--- src/rv_pkg.sv ---
package rv_pkg;

    parameter int XLEN = 64;

    // major opcodes, inst[6:0]
    typedef enum logic [6:0] {
        op_lui    = 7'b0110111,
        op_auipc  = 7'b0010111,
        op_jal    = 7'b1101111,
        op_jalr   = 7'b1100111,
        op_branch = 7'b1100011,
        op_load   = 7'b0000011,
        op_store  = 7'b0100011,
        op_imm    = 7'b0010011,
        op_imm32  = 7'b0011011,
        op_reg    = 7'b0110011,
        op_reg32  = 7'b0111011,
        op_system = 7'b1110011
    } opcode_e;

    typedef enum logic [3:0] {
        alu_add,
        alu_sub,
        alu_slt,
        alu_sltu,
        alu_xor,
        alu_or,
        alu_and,
        alu_sll,
        alu_srl,
        alu_sra,
        alu_pass_b  // lui
    } alu_op_e;

    typedef enum logic {a_rs1, a_pc} src_a_e;

    typedef enum logic [1:0] {b_rs2, b_imm, b_four} src_b_e;

    typedef enum logic [3:0] {
        br_none,
        br_eq,
        br_ne,
        br_lt,
        br_ge,
        br_ltu,
        br_geu,
        br_jal,
        br_jalr
    } branch_e;

    // same order as funct3[1:0] of loads and stores
    typedef enum logic [1:0] {size_b, size_h, size_w, size_d} mem_size_e;

endpackage

--- src/inst_decoder.sv ---
`timescale 1ns/1ps

module inst_decoder (
    input  logic [31:0]        inst,
    output rv_pkg::alu_op_e    alu_op,
    output rv_pkg::src_a_e     src_a,
    output rv_pkg::src_b_e     src_b,
    output rv_pkg::branch_e    branch,
    output rv_pkg::mem_size_e  mem_size,
    output logic [4:0]         rd,
    output logic [4:0]         rs1,
    output logic [4:0]         rs2,
    output logic [63:0]        imm,
    output logic               reg_write,
    output logic               mem_read,
    output logic               mem_write,
    output logic               load_unsigned,
    output logic               word_op,
    output logic               illegal,
    output logic               is_ebreak
);
    import rv_pkg::*;

    opcode_e     opcode;
    logic [2:0]  funct3;
    logic [6:0]  funct7;
    logic [63:0] imm_i;
    logic [63:0] imm_s;
    logic [63:0] imm_b;
    logic [63:0] imm_u;
    logic [63:0] imm_j;

    // register/immediate arithmetic share the funct3 map, alt picks sub or sra
    function automatic alu_op_e arith_op(input logic [2:0] f3, input logic alt);
        case (f3)
            3'b000:  return alt ? alu_sub : alu_add;
            3'b001:  return alu_sll;
            3'b010:  return alu_slt;
            3'b011:  return alu_sltu;
            3'b100:  return alu_xor;
            3'b101:  return alt ? alu_sra : alu_srl;
            3'b110:  return alu_or;
            default: return alu_and;
        endcase
    endfunction

    assign opcode = opcode_e'(inst[6:0]);
    assign funct3 = inst[14:12];
    assign funct7 = inst[31:25];
    assign rd     = inst[11:7];
    assign rs1    = inst[19:15];
    assign rs2    = inst[24:20];

    assign imm_i = {{52{inst[31]}}, inst[31:20]};
    assign imm_s = {{52{inst[31]}}, inst[31:25], inst[11:7]};
    assign imm_b = {{51{inst[31]}}, inst[31], inst[7], inst[30:25], inst[11:8], 1'b0};
    assign imm_u = {{32{inst[31]}}, inst[31:12], 12'b0};
    assign imm_j = {{43{inst[31]}}, inst[31], inst[19:12], inst[20], inst[30:21], 1'b0};

    always_comb begin
        alu_op        = alu_add;
        src_a         = a_rs1;
        src_b         = b_imm;
        branch        = br_none;
        mem_size      = mem_size_e'(funct3[1:0]);
        imm           = imm_i;
        reg_write     = 1'b0;
        mem_read      = 1'b0;
        mem_write     = 1'b0;
        load_unsigned = 1'b0;
        word_op       = 1'b0;
        illegal       = 1'b0;
        is_ebreak     = 1'b0;

        case (opcode)
            op_lui: begin
                imm       = imm_u;
                alu_op    = alu_pass_b;
                reg_write = 1'b1;
            end
            op_auipc: begin
                imm       = imm_u;
                src_a     = a_pc;
                reg_write = 1'b1;
            end
            op_jal: begin
                imm       = imm_j;  // branch unit adds it to pc
                src_a     = a_pc;
                src_b     = b_four; // link value
                branch    = br_jal;
                reg_write = 1'b1;
            end
            op_jalr: begin
                branch    = br_jalr; // alu forms rs1 + imm as target
                reg_write = 1'b1;
                illegal   = (funct3 != 3'b000);
            end
            op_branch: begin
                imm   = imm_b;
                src_b = b_rs2;
                case (funct3)
                    3'b000:  branch = br_eq;
                    3'b001:  branch = br_ne;
                    3'b100:  branch = br_lt;
                    3'b101:  branch = br_ge;
                    3'b110:  branch = br_ltu;
                    3'b111:  branch = br_geu;
                    default: illegal = 1'b1;
                endcase
            end
            op_load: begin
                mem_read      = 1'b1;
                reg_write     = 1'b1;
                load_unsigned = funct3[2];
                illegal       = (funct3 == 3'b111); // no ldu
            end
            op_store: begin
                imm       = imm_s;
                mem_write = 1'b1;
                illegal   = funct3[2];
            end
            op_imm: begin
                reg_write = 1'b1;
                alu_op    = arith_op(funct3, inst[30] & (funct3 == 3'b101));
                // 6-bit shamt, so only inst[31:26] is funct
                if (funct3 == 3'b001) begin
                    illegal = (inst[31:26] != 6'b0);
                end else if (funct3 == 3'b101) begin
                    illegal = ({inst[31], inst[29:26]} != 5'b0);
                end
            end
            op_imm32: begin
                reg_write = 1'b1;
                word_op   = 1'b1;
                alu_op    = arith_op(funct3, inst[30] & (funct3 == 3'b101));
                case (funct3)
                    3'b000:  illegal = 1'b0;
                    3'b001:  illegal = (funct7 != 7'b0);
                    3'b101:  illegal = ({funct7[6], funct7[4:0]} != 6'b0);
                    default: illegal = 1'b1;
                endcase
            end
            op_reg: begin
                reg_write = 1'b1;
                src_b     = b_rs2;
                alu_op    = arith_op(funct3, funct7[5]);
                illegal   = ({funct7[6], funct7[4:0]} != 6'b0)
                         || (funct7[5] && funct3 != 3'b000 && funct3 != 3'b101);
            end
            op_reg32: begin
                reg_write = 1'b1;
                word_op   = 1'b1;
                src_b     = b_rs2;
                alu_op    = arith_op(funct3, funct7[5]);
                illegal   = ({funct7[6], funct7[4:0]} != 6'b0)
                         || !(funct3 inside {3'b000, 3'b001, 3'b101})
                         || (funct7[5] && funct3 == 3'b001);
            end
            op_system: begin
                is_ebreak = (inst == 32'h0010_0073);
                illegal   = !is_ebreak; // csr, ecall, mret not supported
            end
            default: illegal = 1'b1;
        endcase

        // illegal instructions have no side effects and fall through to pc + 4
        if (illegal) begin
            reg_write = 1'b0;
            mem_read  = 1'b0;
            mem_write = 1'b0;
            branch    = br_none;
        end
    end

endmodule

--- config.mk ---
export PLATFORM = sky130hd
export DESIGN_NAME = inst_decoder
export DESIGN_NICKNAME = d
export VERILOG_FILES = /design/src/rv_pkg.sv /design/src/inst_decoder.sv
export SDC_FILE = /design/constraint.sdc
export NUM_CORES = 1
export LEC_CHECK = 0
export BUFFER_PORTS_ARGS = -buffer_cell sky130_fd_sc_hd__buf_4
export CAP_MARGIN = 20
export CORE_ASPECT_RATIO = 0.9
export CORE_MARGIN = 1.5
export CORE_UTILIZATION = 35
export DETAILED_ROUTE_END_ITERATION = 8
export MAX_ROUTING_LAYER = met4
export PLACE_DENSITY = 0.8
export SLEW_MARGIN = 20
export SYNTH_ARGS = -nofsm -noshare
export SYNTH_HDL_FRONTEND = slang
export SYNTH_SLANG_ARGS = --single-unit
--- constraint.sdc ---
create_clock -name vclk -period 1.75
set_input_delay 0.0875 -clock vclk [all_inputs]
set_output_delay 0.0875 -clock vclk [all_outputs]
set_load 0.01 [all_outputs]
==> results.ini <==
[outcome]
status = completed

[placement]
io_buffers = 131
hpwl_um = 3841
place_ws_ns = -0.005815
dpl_cell_area_sq_mm = 0.002112
routabilityCongestion = 0.9222

[drt]
dr_total_vias = 1747
drtIter0Drc = 184
drcViolationCount = 0
dr_wl_met2_um = 2280
wirelength_um = 4668
ant_nets = 0
wl_per_cell_um = 13.85
wl_met1_um = 1907
top_layer = met4
dr.pass1.iters = 4
wl_met3_um = 419
avgViaCountPerCell = 5.184

[cells_and_area]
finalNetCount = 325
seq_cells = 0
fin_area_sq_mm = 0.002148
fin_util_pct = 57.18
drive_above_1_share_pct = 56.36
seqCellArea_sq_um = 0
fillers = 383
insertedDiodeCount = 0
syn_to_final_growth_pct = 54.55
num-clock-buffers = 0

[sta]
worstMarginPinSlew_ns = 0.6829
setup_ws_ns = 0.1401
max-slew-margin-rel_pct = 54.30
setup_viol_count_final = 0
layout_min_cycle_time_ns = 1.610
period_share_pct = 92.00
fin_setup_tns_ns = 0
maxSlewViolCount = 0
clock.fmax_mhz = 621.2
final_hold_viol_count = 0

[yosys]
syn_inst = 206
syn_avg_cell_area_sq_um = 6.748
synth_top_cell_area_share_pct = 27.00
synth_nets = 238
yosys.cell_types.count = 49
yosys.area.top_type = buf_4
synth_area_sq_mm = 0.001390
yosysSeqAreaShare_pct = 0
synth_warnings = 0
synthTopCellsByArea = buf_4 (27%), a21o_1 (10%), nor2b_1 (5.4%), nor3_1 (3.2%), nor2_1 (3.2%)

[global_route]
grt_pass1_wl_um = 7251
antenna_found_initial = 0
grt_use_total_pct = 19.86
grt_pass1_vias = 1521
gr-total-overflow = 0
grt_max_degree = 35

[floorplanning]
design.die.area_sq_mm = 0.004359
rows = 21
chipWidth_um = 69.43
start_util_pct = 37.00
io_pins = 131
die_h_um = 62.79
core_area_sq_mm = 0.003757

[worst_setup_path]
criticalPathCategory = in2out
cp-end-kind = output port
cp.arrival_ns = 1.52
endpoint = reg_write
worstPathMaxFanout = 4
cp-startpoint = inst[25]
crit_required_ns = 1.66
start_kind = input pin

[clock_tree]
cts_setup_buffers = 0
ctsHoldBuffers = 0

[pwr]
peakVddDrop_mv = 0.1570
p_comb_share_pct = 100.0
seqPwrFrac_pct = 0
switchingPower_uw = 239.4
p_total_uw = 490.4
switching_share_pct = 48.82
internal_power_uw = 251.0
p_leak_nw = 1.140
power.share.clock_pct = 0
p_per_area_mw_per_mm2 = 228.3

[hold_path]
hold_path.class = in2out

[run]
drv_cap = 0

synth_stat cells, types with 2 or more instances:
| master | count |
|---|---|
| nor4_1 | 7 |
| o21ai_0 | 6 |
| clkbuf_1 | 5 |
| a21oi_1 | 7 |
| nor3_1 | 9 |
| buf_6 | 2 |
| or2_1 | 4 |
| nand4_1 | 2 |
| nand2_1 | 9 |
| inv_1 | 3 |
| a21o_1 | 19 |
| buf_2 | 6 |
| and3_1 | 2 |
| o32ai_1 | 2 |
| and2_1 | 3 |
| nand3b_1 | 3 |
| nor2b_1 | 12 |
| nand3_1 | 4 |
| nand2b_1 | 3 |
| buf_4 | 50 |
| a22o_1 | 4 |
| o21ai_1 | 2 |
| o31ai_1 | 2 |
| nor2_1 | 12 |
| o22ai_1 | 3 |
| nor3b_1 | 2 |
critical path, stage by stage:
cell and delay, ns:
buf_4 0.13, nor4_2 0.27, nand2b_1 0.16, o311ai_2 0.27, nand4_1 0.17, nor4b_2 0.27, buf_4 0.16
stage by stage:
| stage | std cells | hold slack [ns] |
|---|---|---|
| after detailed placement | 337 | 0.3744 |
| after global routing | 337 | 0.3852 |
| after floorplan | 206 | 0.2668 |
| after CTS | 337 | 0.3786 |
| after global placement | 337 | 0.3724 |
| final | 337 | 0.3786 |
how the worst min path moves through the flow:
| stage | start | to | slack, ns | cells past startpoint |
|---|---|---|---|---|
| 2_1_floorplan | inst[31] | imm[31] | 0.27 | 1 |
| 3_3_place_gp | inst[8] | rd[1] | 0.37 | 2 |
| 3_5_place_dp | inst[19] | rs1[4] | 0.37 | 2 |
| 4_1_cts | inst[9] | rd[2] | 0.38 | 2 |
| 5_1_grt | inst[9] | rd[2] | 0.39 | 2 |
| 6_report | inst[11] | rd[4] | 0.38 | 2 |
cells in the final DEF, fill, tap and decap left out, types with 3 or more instances in the layout:
cell / synthesis / layout
nor3_1: 9 / 7
o22ai_1: 3 / 3
nand3_1: 4 / 4
nor2_1: 12 / 12
and2_1: 3 / 3
a21o_1: 19 / 19
nor4_2: 1 / 3
or2_1: 4 / 4
nand2_1: 9 / 9
a21oi_1: 7 / 7
nor4_1: 7 / 5
nor2b_1: 12 / 12
o21ai_0: 6 / 6
nand3b_1: 3 / 3
inv_1: 3 / 3
buf_4: 50 / 148
a22o_1: 4 / 4
nand2b_1: 3 / 3
layout make-up:
cell class,count,area (sq um),area share [%]
inverter,4,15.01,0.6989
tap,46,57.56,2.679
multi-input combinational,139,964.7,44.90
timing repair buffer,148,1111,51.72
per-layer routing:
| metal | vias up | global-route usage, % |
|---|---|---|
| met1 | 793 | 25.99 |
| met4 | 0 | 2.696 |
| met2 | 85 | 33.53 |
| li1 | 863 | - |
| met5 | - | - |
| met3 | 6 | 2.581 |
logic make-up after synthesis:
logic type,count (synthesis),share of synthesized area [%]
and+or+nand+nor,83,37.98
buffers and inverters,67,33.21
AOI/OAI and AO/OA,55,28.17
xor gates and xnor gates,1,0.6302
power by group through the flow:
stage	Sequential [mW]	Clock, mW	Combinational, mW
detailed placement	0	0	0.486
global placement	0	0	0.480
CTS	0	0	0.489
finish	0	0	0.490
global route	0	0	0.527
floorplan	0	0	0.284
timing repair:
action	CTS	global route
resized for setup	2	4
pin swaps	0	2
setup endpoints to repair	1	2
Note: power is estimated with default switching activity, not from simulation.
