## config.mk

```make
export PLATFORM = sky130hd
export DESIGN_NAME = branch_unit
export DESIGN_NICKNAME = d
export VERILOG_FILES = /design/src/rv_pkg.sv /design/src/branch_unit.sv
export SDC_FILE = /design/constraint.sdc
export NUM_CORES = 1
export LEC_CHECK = 0
export BUFFER_PORTS_ARGS = -buffer_cell sky130_fd_sc_hd__buf_2
export CELL_PAD_IN_SITES_DETAIL_PLACEMENT = 0
export CELL_PAD_IN_SITES_GLOBAL_PLACEMENT = 1
export CORE_ASPECT_RATIO = 1.1
export CORE_UTILIZATION = 30
export DETAILED_ROUTE_END_ITERATION = 12
export MAX_ROUTING_LAYER = met4
export PLACE_DENSITY = 0.88
export SYNTH_ARGS = -nofsm -noshare
export SYNTH_HDL_FRONTEND = slang
export SYNTH_SLANG_ARGS = --single-unit
```

## constraint.sdc

```tcl
create_clock -name vclk -period 6.14
set_input_delay 0.614 -clock vclk [all_inputs]
set_output_delay 0.614 -clock vclk [all_outputs]
set_load 0.01 [all_outputs]
```

## src/rv_pkg.sv

```systemverilog
package rv_pkg;

    parameter int XLEN = 64;

    // major opcodes, inst[6:0]
    typedef enum logic [6:0] {
        op_lui    = 7'b0110111,
        op_auipc  = 7'b0010111,
        op_jal    = 7'b1101111,
        op_jalr   = 7'b1100111,
        op_branch = 7'b1100011,
        op_load   = 7'b0000011,
        op_store  = 7'b0100011,
        op_imm    = 7'b0010011,
        op_imm32  = 7'b0011011,
        op_reg    = 7'b0110011,
        op_reg32  = 7'b0111011,
        op_system = 7'b1110011
    } opcode_e;

    typedef enum logic [3:0] {
        alu_add,
        alu_sub,
        alu_slt,
        alu_sltu,
        alu_xor,
        alu_or,
        alu_and,
        alu_sll,
        alu_srl,
        alu_sra,
        alu_pass_b  // lui
    } alu_op_e;

    typedef enum logic {a_rs1, a_pc} src_a_e;

    typedef enum logic [1:0] {b_rs2, b_imm, b_four} src_b_e;

    typedef enum logic [3:0] {
        br_none,
        br_eq,
        br_ne,
        br_lt,
        br_ge,
        br_ltu,
        br_geu,
        br_jal,
        br_jalr
    } branch_e;

    // same order as funct3[1:0] of loads and stores
    typedef enum logic [1:0] {size_b, size_h, size_w, size_d} mem_size_e;

endpackage

```

## src/branch_unit.sv

```systemverilog
`timescale 1ns/1ps

module branch_unit (
    input  rv_pkg::branch_e         kind,
    input  logic [rv_pkg::XLEN-1:0] rs1_data,
    input  logic [rv_pkg::XLEN-1:0] rs2_data,
    input  logic [rv_pkg::XLEN-1:0] pc,
    input  logic [rv_pkg::XLEN-1:0] imm,
    input  logic [rv_pkg::XLEN-1:0] alu_result,
    output logic [rv_pkg::XLEN-1:0] next_pc
);
    import rv_pkg::*;

    logic eq;
    logic lt;
    logic ltu;
    logic taken;

    assign eq  = (rs1_data == rs2_data);
    assign lt  = ($signed(rs1_data) < $signed(rs2_data));
    assign ltu = (rs1_data < rs2_data);

    always_comb begin
        case (kind)
            br_eq:   taken = eq;
            br_ne:   taken = !eq;
            br_lt:   taken = lt;
            br_ge:   taken = !lt;
            br_ltu:  taken = ltu;
            br_geu:  taken = !ltu;
            br_jal:  taken = 1'b1;
            default: taken = 1'b0; // none, jalr handled below
        endcase
    end

    always_comb begin
        if (kind == br_jalr) begin
            next_pc = {alu_result[XLEN-1:1], 1'b0};
        end else if (taken) begin
            next_pc = pc + imm;
        end else begin
            next_pc = pc + XLEN'(4);
        end
    end

endmodule

```

==> results.md, run 1 <==
- Outcome: complete, no violations
- Synth top area share: 20.0%
- Worst Hold Launch: alu_result[18]
- Leakage power: 4.95 nW
- Vias: 10300
- Dpl hpwl: 29000 um
- Post-Place Cells: between 1500 and 2000
- Switching share of power: between 50% and 60%
- Worst Path Arrival: 4.31 ns
- Net Switching: 0.564 mW
- Setup TNS: 0 ns
- Die ar.: 27300 sq um
- IO buf count: 387
- # clk buffers: 0
- Clock network power share: 0%
- Synth warn: 0
- Adder-Cell Fraction of Synth Area: 20.3%
- CP max FO: 49
- Die Ht: 173 um
- Synth-to-layout area growth: 27.3%
- Setup bufs post-CTS: 0
- Initial drt markers: 500
- Int Pwr: 0.422 mW
- CP required: 5.53 ns
- Worst Max-Slew Pin Slew: 0.884 ns
- Sequential cell area: 0 sq um
- Critical Path End Type: output port
- Synth Area in Compound Gates: 32.1%
- Final slew viol count: 0
- Total track usage: 24.1%
- Initial antenna violation count: 7
- Most frequent cells in the layout: buf_2, ha_1, a21oi_1
- NumNets Final: 1969
- Power Total: 0.986 mW
- Syn Nets: 1628
- Number of setup violations in the final report: 0
- Seq pwr share: 0%
- Commonest non-fill, non-tap cell in the layout: buf_2
- Vias in the first global route: 9999
- Drt first pass iters: 5
- Wire per inst: 18.0 um
- Post-Layout Cell Count: around 1900
- Largest net degree at the start of global routing: 63
- Final Hold Fails: 0
- Post_cts resized: 0
- Synth Area in XOR/XNOR: between 10 and 15%
- Post-layout util: 38.9%
- Hold Crit Depth: 4
- Antenna viol nets, final: 0
- Startpoint types: primary input
- Met3 Resource Use GR: roughly 3.8%
- RSZ-0062 raised after global routing: no
- Max-cap violations: 0
- Synth area leaders: ha_1, a21oi_1, xnor2_1
- Share of layout cells above drive strength 1: between 20 and 30%
- Main combinational cell family by area after synthesis: compound AO/OA/AOI/OAI gates
- Die X: 158 um
- I/O pin count: 388
- Post-Syn Area: ~8000 sq um
- Final min period: 4.93 ns
- Yosys top cell by area: ha_1
- First-pass GRT wire length: 50800 um
- Post-synthesis mux area share: 1.39%
- DRC: 0
- Synth cell types: 78
- Logic pwr share: 100.0%
- Final period util: 80.3%
- Gpl congestion: 0.946
- Mean post-synth cell area: about 7 sq um
- Peak supply drop: 47.9 uV
- Max Fclk: roughly 200 MHz
- Row cnt: 62
- Seq/Total Area, Yosys: 0%
- Grt met2 use: between 40% and 50%
- Vias per cell: 5.50
- WL final: 33700 um
- Pwr/cell area: 96.9 nW/um^2
- Max-slew headroom: about two fifths
- Core Area: between 20000 and 30000 sq um
- WS Path Type: primary input to output port
- Hold Crit Class: primary input to output port
- Worst Hold Path EP: next_pc[18]
- Post-synthesis simple-gate area fraction: between 20% and 30%
- Grt met1 use: 25.6%
- Syn Inst Count: 1175
- Global route hottest layer: met2
- FFs & Latches: 0
- Starting density of the core: 30.6%
- Total grt overflow: 0
- Hold_buf cts: 0
==> layout make-up <==
| cell class | instances | area, sq um |
|---|---|---|
| diodes | 7 | 17.5 |
| fillers | 2844 | 16000 |
| inverters | 94 | 353 |
| multi-input cells | 1028 | 7390 |
| well taps | 352 | 440 |
| repair buffers | 392 | 1970 |
==> critical path, cell delays in order <==
cell and delay [ns]:
buf_2 0.11, ha_1 0.30, nand4_1 0.17, nor3_1 0.50, nand4_1 0.23, a31o_1 0.25
o2111a_1 0.17, nand2_1 0.11, mux2i_1 0.11, o31ai_4 0.36, buf_4 0.56, inv_1 0.28
a221oi_1 0.35, buf_2 0.19
==> power groups by stage <==
stage               combinational, mW  sequential, mW   clock (mW)
floorplan                       0.629               0            0
global placement                0.973               0            0
detailed placement              0.976               0            0
CTS                             0.984               0            0
global route                     1.08               0  0.000000153
finish                          0.986               0  0.000000153
==> layer usage <==
metal	vias up	wire (um)
met5	-	0
met4	0	1390
met3	86	2490
met2	447	16900
met1	4718	13000
li1	5055	-
==> cells in the mapped netlist, types with 9 or more instances <==
cell type,instances
a311oi_2,16
and3_1,9
o221a_2,17
o21a_1,11
nand2_1,104
a21oi_1,116
and4_1,12
nor2_1,113
o21ai_0,45
nor3_1,23
a21o_1,31
buf_2,16
o21bai_1,15
nor4_1,9
inv_1,94
xnor2_1,62
ha_1,128
mux2i_1,10
nand3_1,62
nand4_1,50
xor2_1,54
clkbuf_1,29
a311oi_1,9
==> metrics by stage <==
| stage | instance area (sq um) | worst slack [ns] | hold WS, ns |
|---|---|---|---|
| after detailed placement | 10200 | 1.18 | 1.52 |
| after CTS | 10200 | 1.17 | 1.53 |
| after floorplan | 7990 | 2.36 | 1.36 |
| after global placement | 10200 | 1.17 | 1.53 |
| final | 10200 | 1.21 | 1.53 |
| after global routing | 10200 | 0.936 | 1.54 |
==> worst max-delay path by stage <==
stage,startpoint,end,cells after the start
global route,rs1_data[46],next_pc[61],14
CTS,rs1_data[46],next_pc[23],14
global placement,rs1_data[46],next_pc[23],14
finish,rs1_data[46],next_pc[23],14
detailed placement,rs2_data[55],next_pc[23],15
floorplan,rs2_data[55],next_pc[46],12
==> cell families (layout without fill, tap and decap cells) <==
family,Yosys count,in the layout
AND/OR/NAND/NOR,423,423
AO/OA/AOI/OAI,349,349
buffers and inverters,147,486
adder cells (fa/ha/maj),129,129
XOR/XNOR,116,116
multiplexers,11,11
other,0,7
Note: power is estimated with default switching activity, not from simulation.
==> run 2: changes to the inputs <==
--- a/config.mk
+++ b/config.mk
@@ -5,6 +5,7 @@
 export SDC_FILE = /design/constraint.sdc
 export NUM_CORES = 1
 export LEC_CHECK = 0
+export ABC_AREA = 1
 export BUFFER_PORTS_ARGS = -buffer_cell sky130_fd_sc_hd__buf_2
 export CELL_PAD_IN_SITES_DETAIL_PLACEMENT = 0
 export CELL_PAD_IN_SITES_GLOBAL_PLACEMENT = 1
==> constraint.sdc (replaced) <==
create_clock -name vclk -period 5.1
set_input_delay 0.51 -clock vclk [all_inputs]
set_output_delay 0.51 -clock vclk [all_outputs]
set_load 0.01 [all_outputs]
==> results.md, run 2 <==
- Outcome: complete, no violations
- Clock network power share: 0%
- Worst Hold Path EP: next_pc[38]
- Largest stage delay, worst path: 0.52 ns
- Die Ht: 194 um
- Worst Path Arrival: 3.89 ns
- IO buf count: about 390
- Drt first pass iters: 6
- Worst path most repeated cell: nand2_1
- Synth area leaders: nand2_1, ha_1, inv_1
- Hold Crit Depth: 4
- Yosys top cell by area: nand2_1
- Final min period: 4.40 ns
- I/O pin count: 388
- Worst Max-Slew Pin Slew: 0.826 ns
- WL final: 51800 um
- Commonest non-fill, non-tap cell in the layout: nand2_1
- Die ar.: 34300 sq um
- Largest net degree at the start of global routing: 65
- Final slew viol count: 0
- Dpl hpwl: 46000 um
- Antenna viol nets, final: 0
- NumNets Final: roughly 2700
- Gpl congestion: 0.998
- DRC: 0
- Logic pwr share: 100.0%
- Peak supply drop: 61.4 uV
- Syn Inst Count: 1924
- Synth-to-layout area growth: 22.0%
- Leakage power: 6.72 nW
- Area after DPL: 12300 sq um
- Commonest cells in the netlist: nand2_1, inv_1, nor2_1
- RSZ-0062 raised after global routing: no
- Max-cap violations: 0
- Most common cell in the netlist: nand2_1
- Post_cts resized: 0
- Synth cell types: just over 40
- Seq pwr share: 0%
- Max Fclk: 227 MHz
- First-pass GRT wire length: 75400 um
- Most frequent cells in the layout: nand2_1, buf_2, inv_1
- Share of layout cells above drive strength 1: 18.0%
- Post-Syn Area: roughly 10000 sq um
- Vias in the first global route: 13400
- Vias: 13900
- Final Hold Fails: 0
- Initial antenna violation count: 4
- Design Area, Final: 12300 sq um
- Initial drt markers: 984
- Critical Path End Type: output port
- Hold Crit Class: primary input to output port
- Wire per inst: 19.1 um
- Setup bufs post-CTS: 0
- Worst hold slack: roughly 1.3 ns
- Switching share of power: 65.1%
- Seq/Total Area, Yosys: 0%
- Worst Hold Launch: alu_result[38]
- Pwr/cell area: 113 nW/um^2
- FFs & Latches: 0
- WS Path Type: primary input to output port
- Row cnt: 70
- Starting density of the core: 30.4%
- Synth warn: 0
- Power Total: 1.38 mW
- Mean post-synth cell area: ~5.2 sq um
- Final period util: about 86%
- Total grt overflow: 0
- Sequential cell area: 0 sq um
- # clk buffers: 0
- Hold_buf cts: 0
- Setup TNS: 0 ns
- Sequence of cells on the critical path: buf_2 -> ha_1 -> inv_1 -> fa_1 -> nand3b_1 -> nand2_1 -> a21boi_0 -> o21bai_1 -> nand2_1 -> nand2_1 -> nand2_1 -> o211ai_1 -> xor2_1 -> nand2_1 -> nand2_1 -> nand2_1 -> nand2_1 -> buf_2
- Die X: 177 um
- Max-slew headroom: roughly 44%
- Number of setup violations in the final report: 0
- Vias per cell: 5.13
- Critical-path top delay cell: o21bai_1
- Int Pwr: 0.483 mW
- Net Switching: roughly 0.9 mW
- Total track usage: ~30%
- Syn Nets: 2377
- Synth top area share: 23.3%
- Post-layout util: 37.0%
- Core Area: approximately 33000 sq um
- CP required: around 4.6 ns
- CP max FO: 4
- Startpoint types: primary input
run 2: worst max path at each step:
stage	from	end	slack (ns)
finish	pc[0]	next_pc[50]	0.70
global route	pc[0]	next_pc[50]	0.56
CTS	pc[0]	next_pc[50]	0.81
detailed placement	pc[0]	next_pc[50]	0.83
global placement	pc[0]	next_pc[50]	0.85
floorplan	pc[0]	next_pc[38]	2.07
run 2: cell type report:
cell class / count / area, sq um
fill: 3944 / 20900
multi-input combinational: 1604 / 8710
timing repair buffer: 394 / 1990
inverter: 280 / 1050
tap: 432 / 541
antenna: 4 / 10.0
run 2: per-stage QoR:
stage | instances | worst slack [ns]
floorplan | 1924 | 2.07
global placement | 2710 | 0.847
detailed placement | 2710 | 0.826
CTS | 2710 | 0.813
global route | 2714 | 0.565
finish | 2714 | 0.695
run 2: worst max-delay path: cells and delay by family:
kind | cells | cell delay [ns]
simple gates | 9 | 1.06
fa+ha+maj | 2 | 0.69
buf+inv | 3 | 0.32
compound gates | 3 | 0.93
xor+xnor | 1 | 0.37
run 2: per-layer routing:
layer,track usage (%),up-vias,wire length [um]
met5,-,-,0
met4,6.70,0,1190
met3,4.10,53,3830
met2,49.3,499,24000
met1,38.4,6381,22800
li1,-,6987,-
run 2: power by group through the flow:
stage | clock network (mW) | registers [mW] | logic [mW]
floorplan | 0 | 0 | 0.810
global placement | 0 | 0 | 1.35
detailed placement | 0 | 0 | 1.36
CTS | 0 | 0 | 1.36
global route | 0.000000105 | 0 | 1.52
finish | 0.000000105 | 0 | 1.38
run 2: logic make-up (layout without fill, tap and decap cells):
logic type,Yosys count,in the layout,share of synthesized area (%)
adders and majority gates,129,129,16.1
and+or+nand+nor,1120,1120,47.4
xor gates and xnor gates,107,107,9.29
other,0,4,0
AOI/OAI and AO/OA,248,248,13.6
buffers and inverters,320,674,13.7
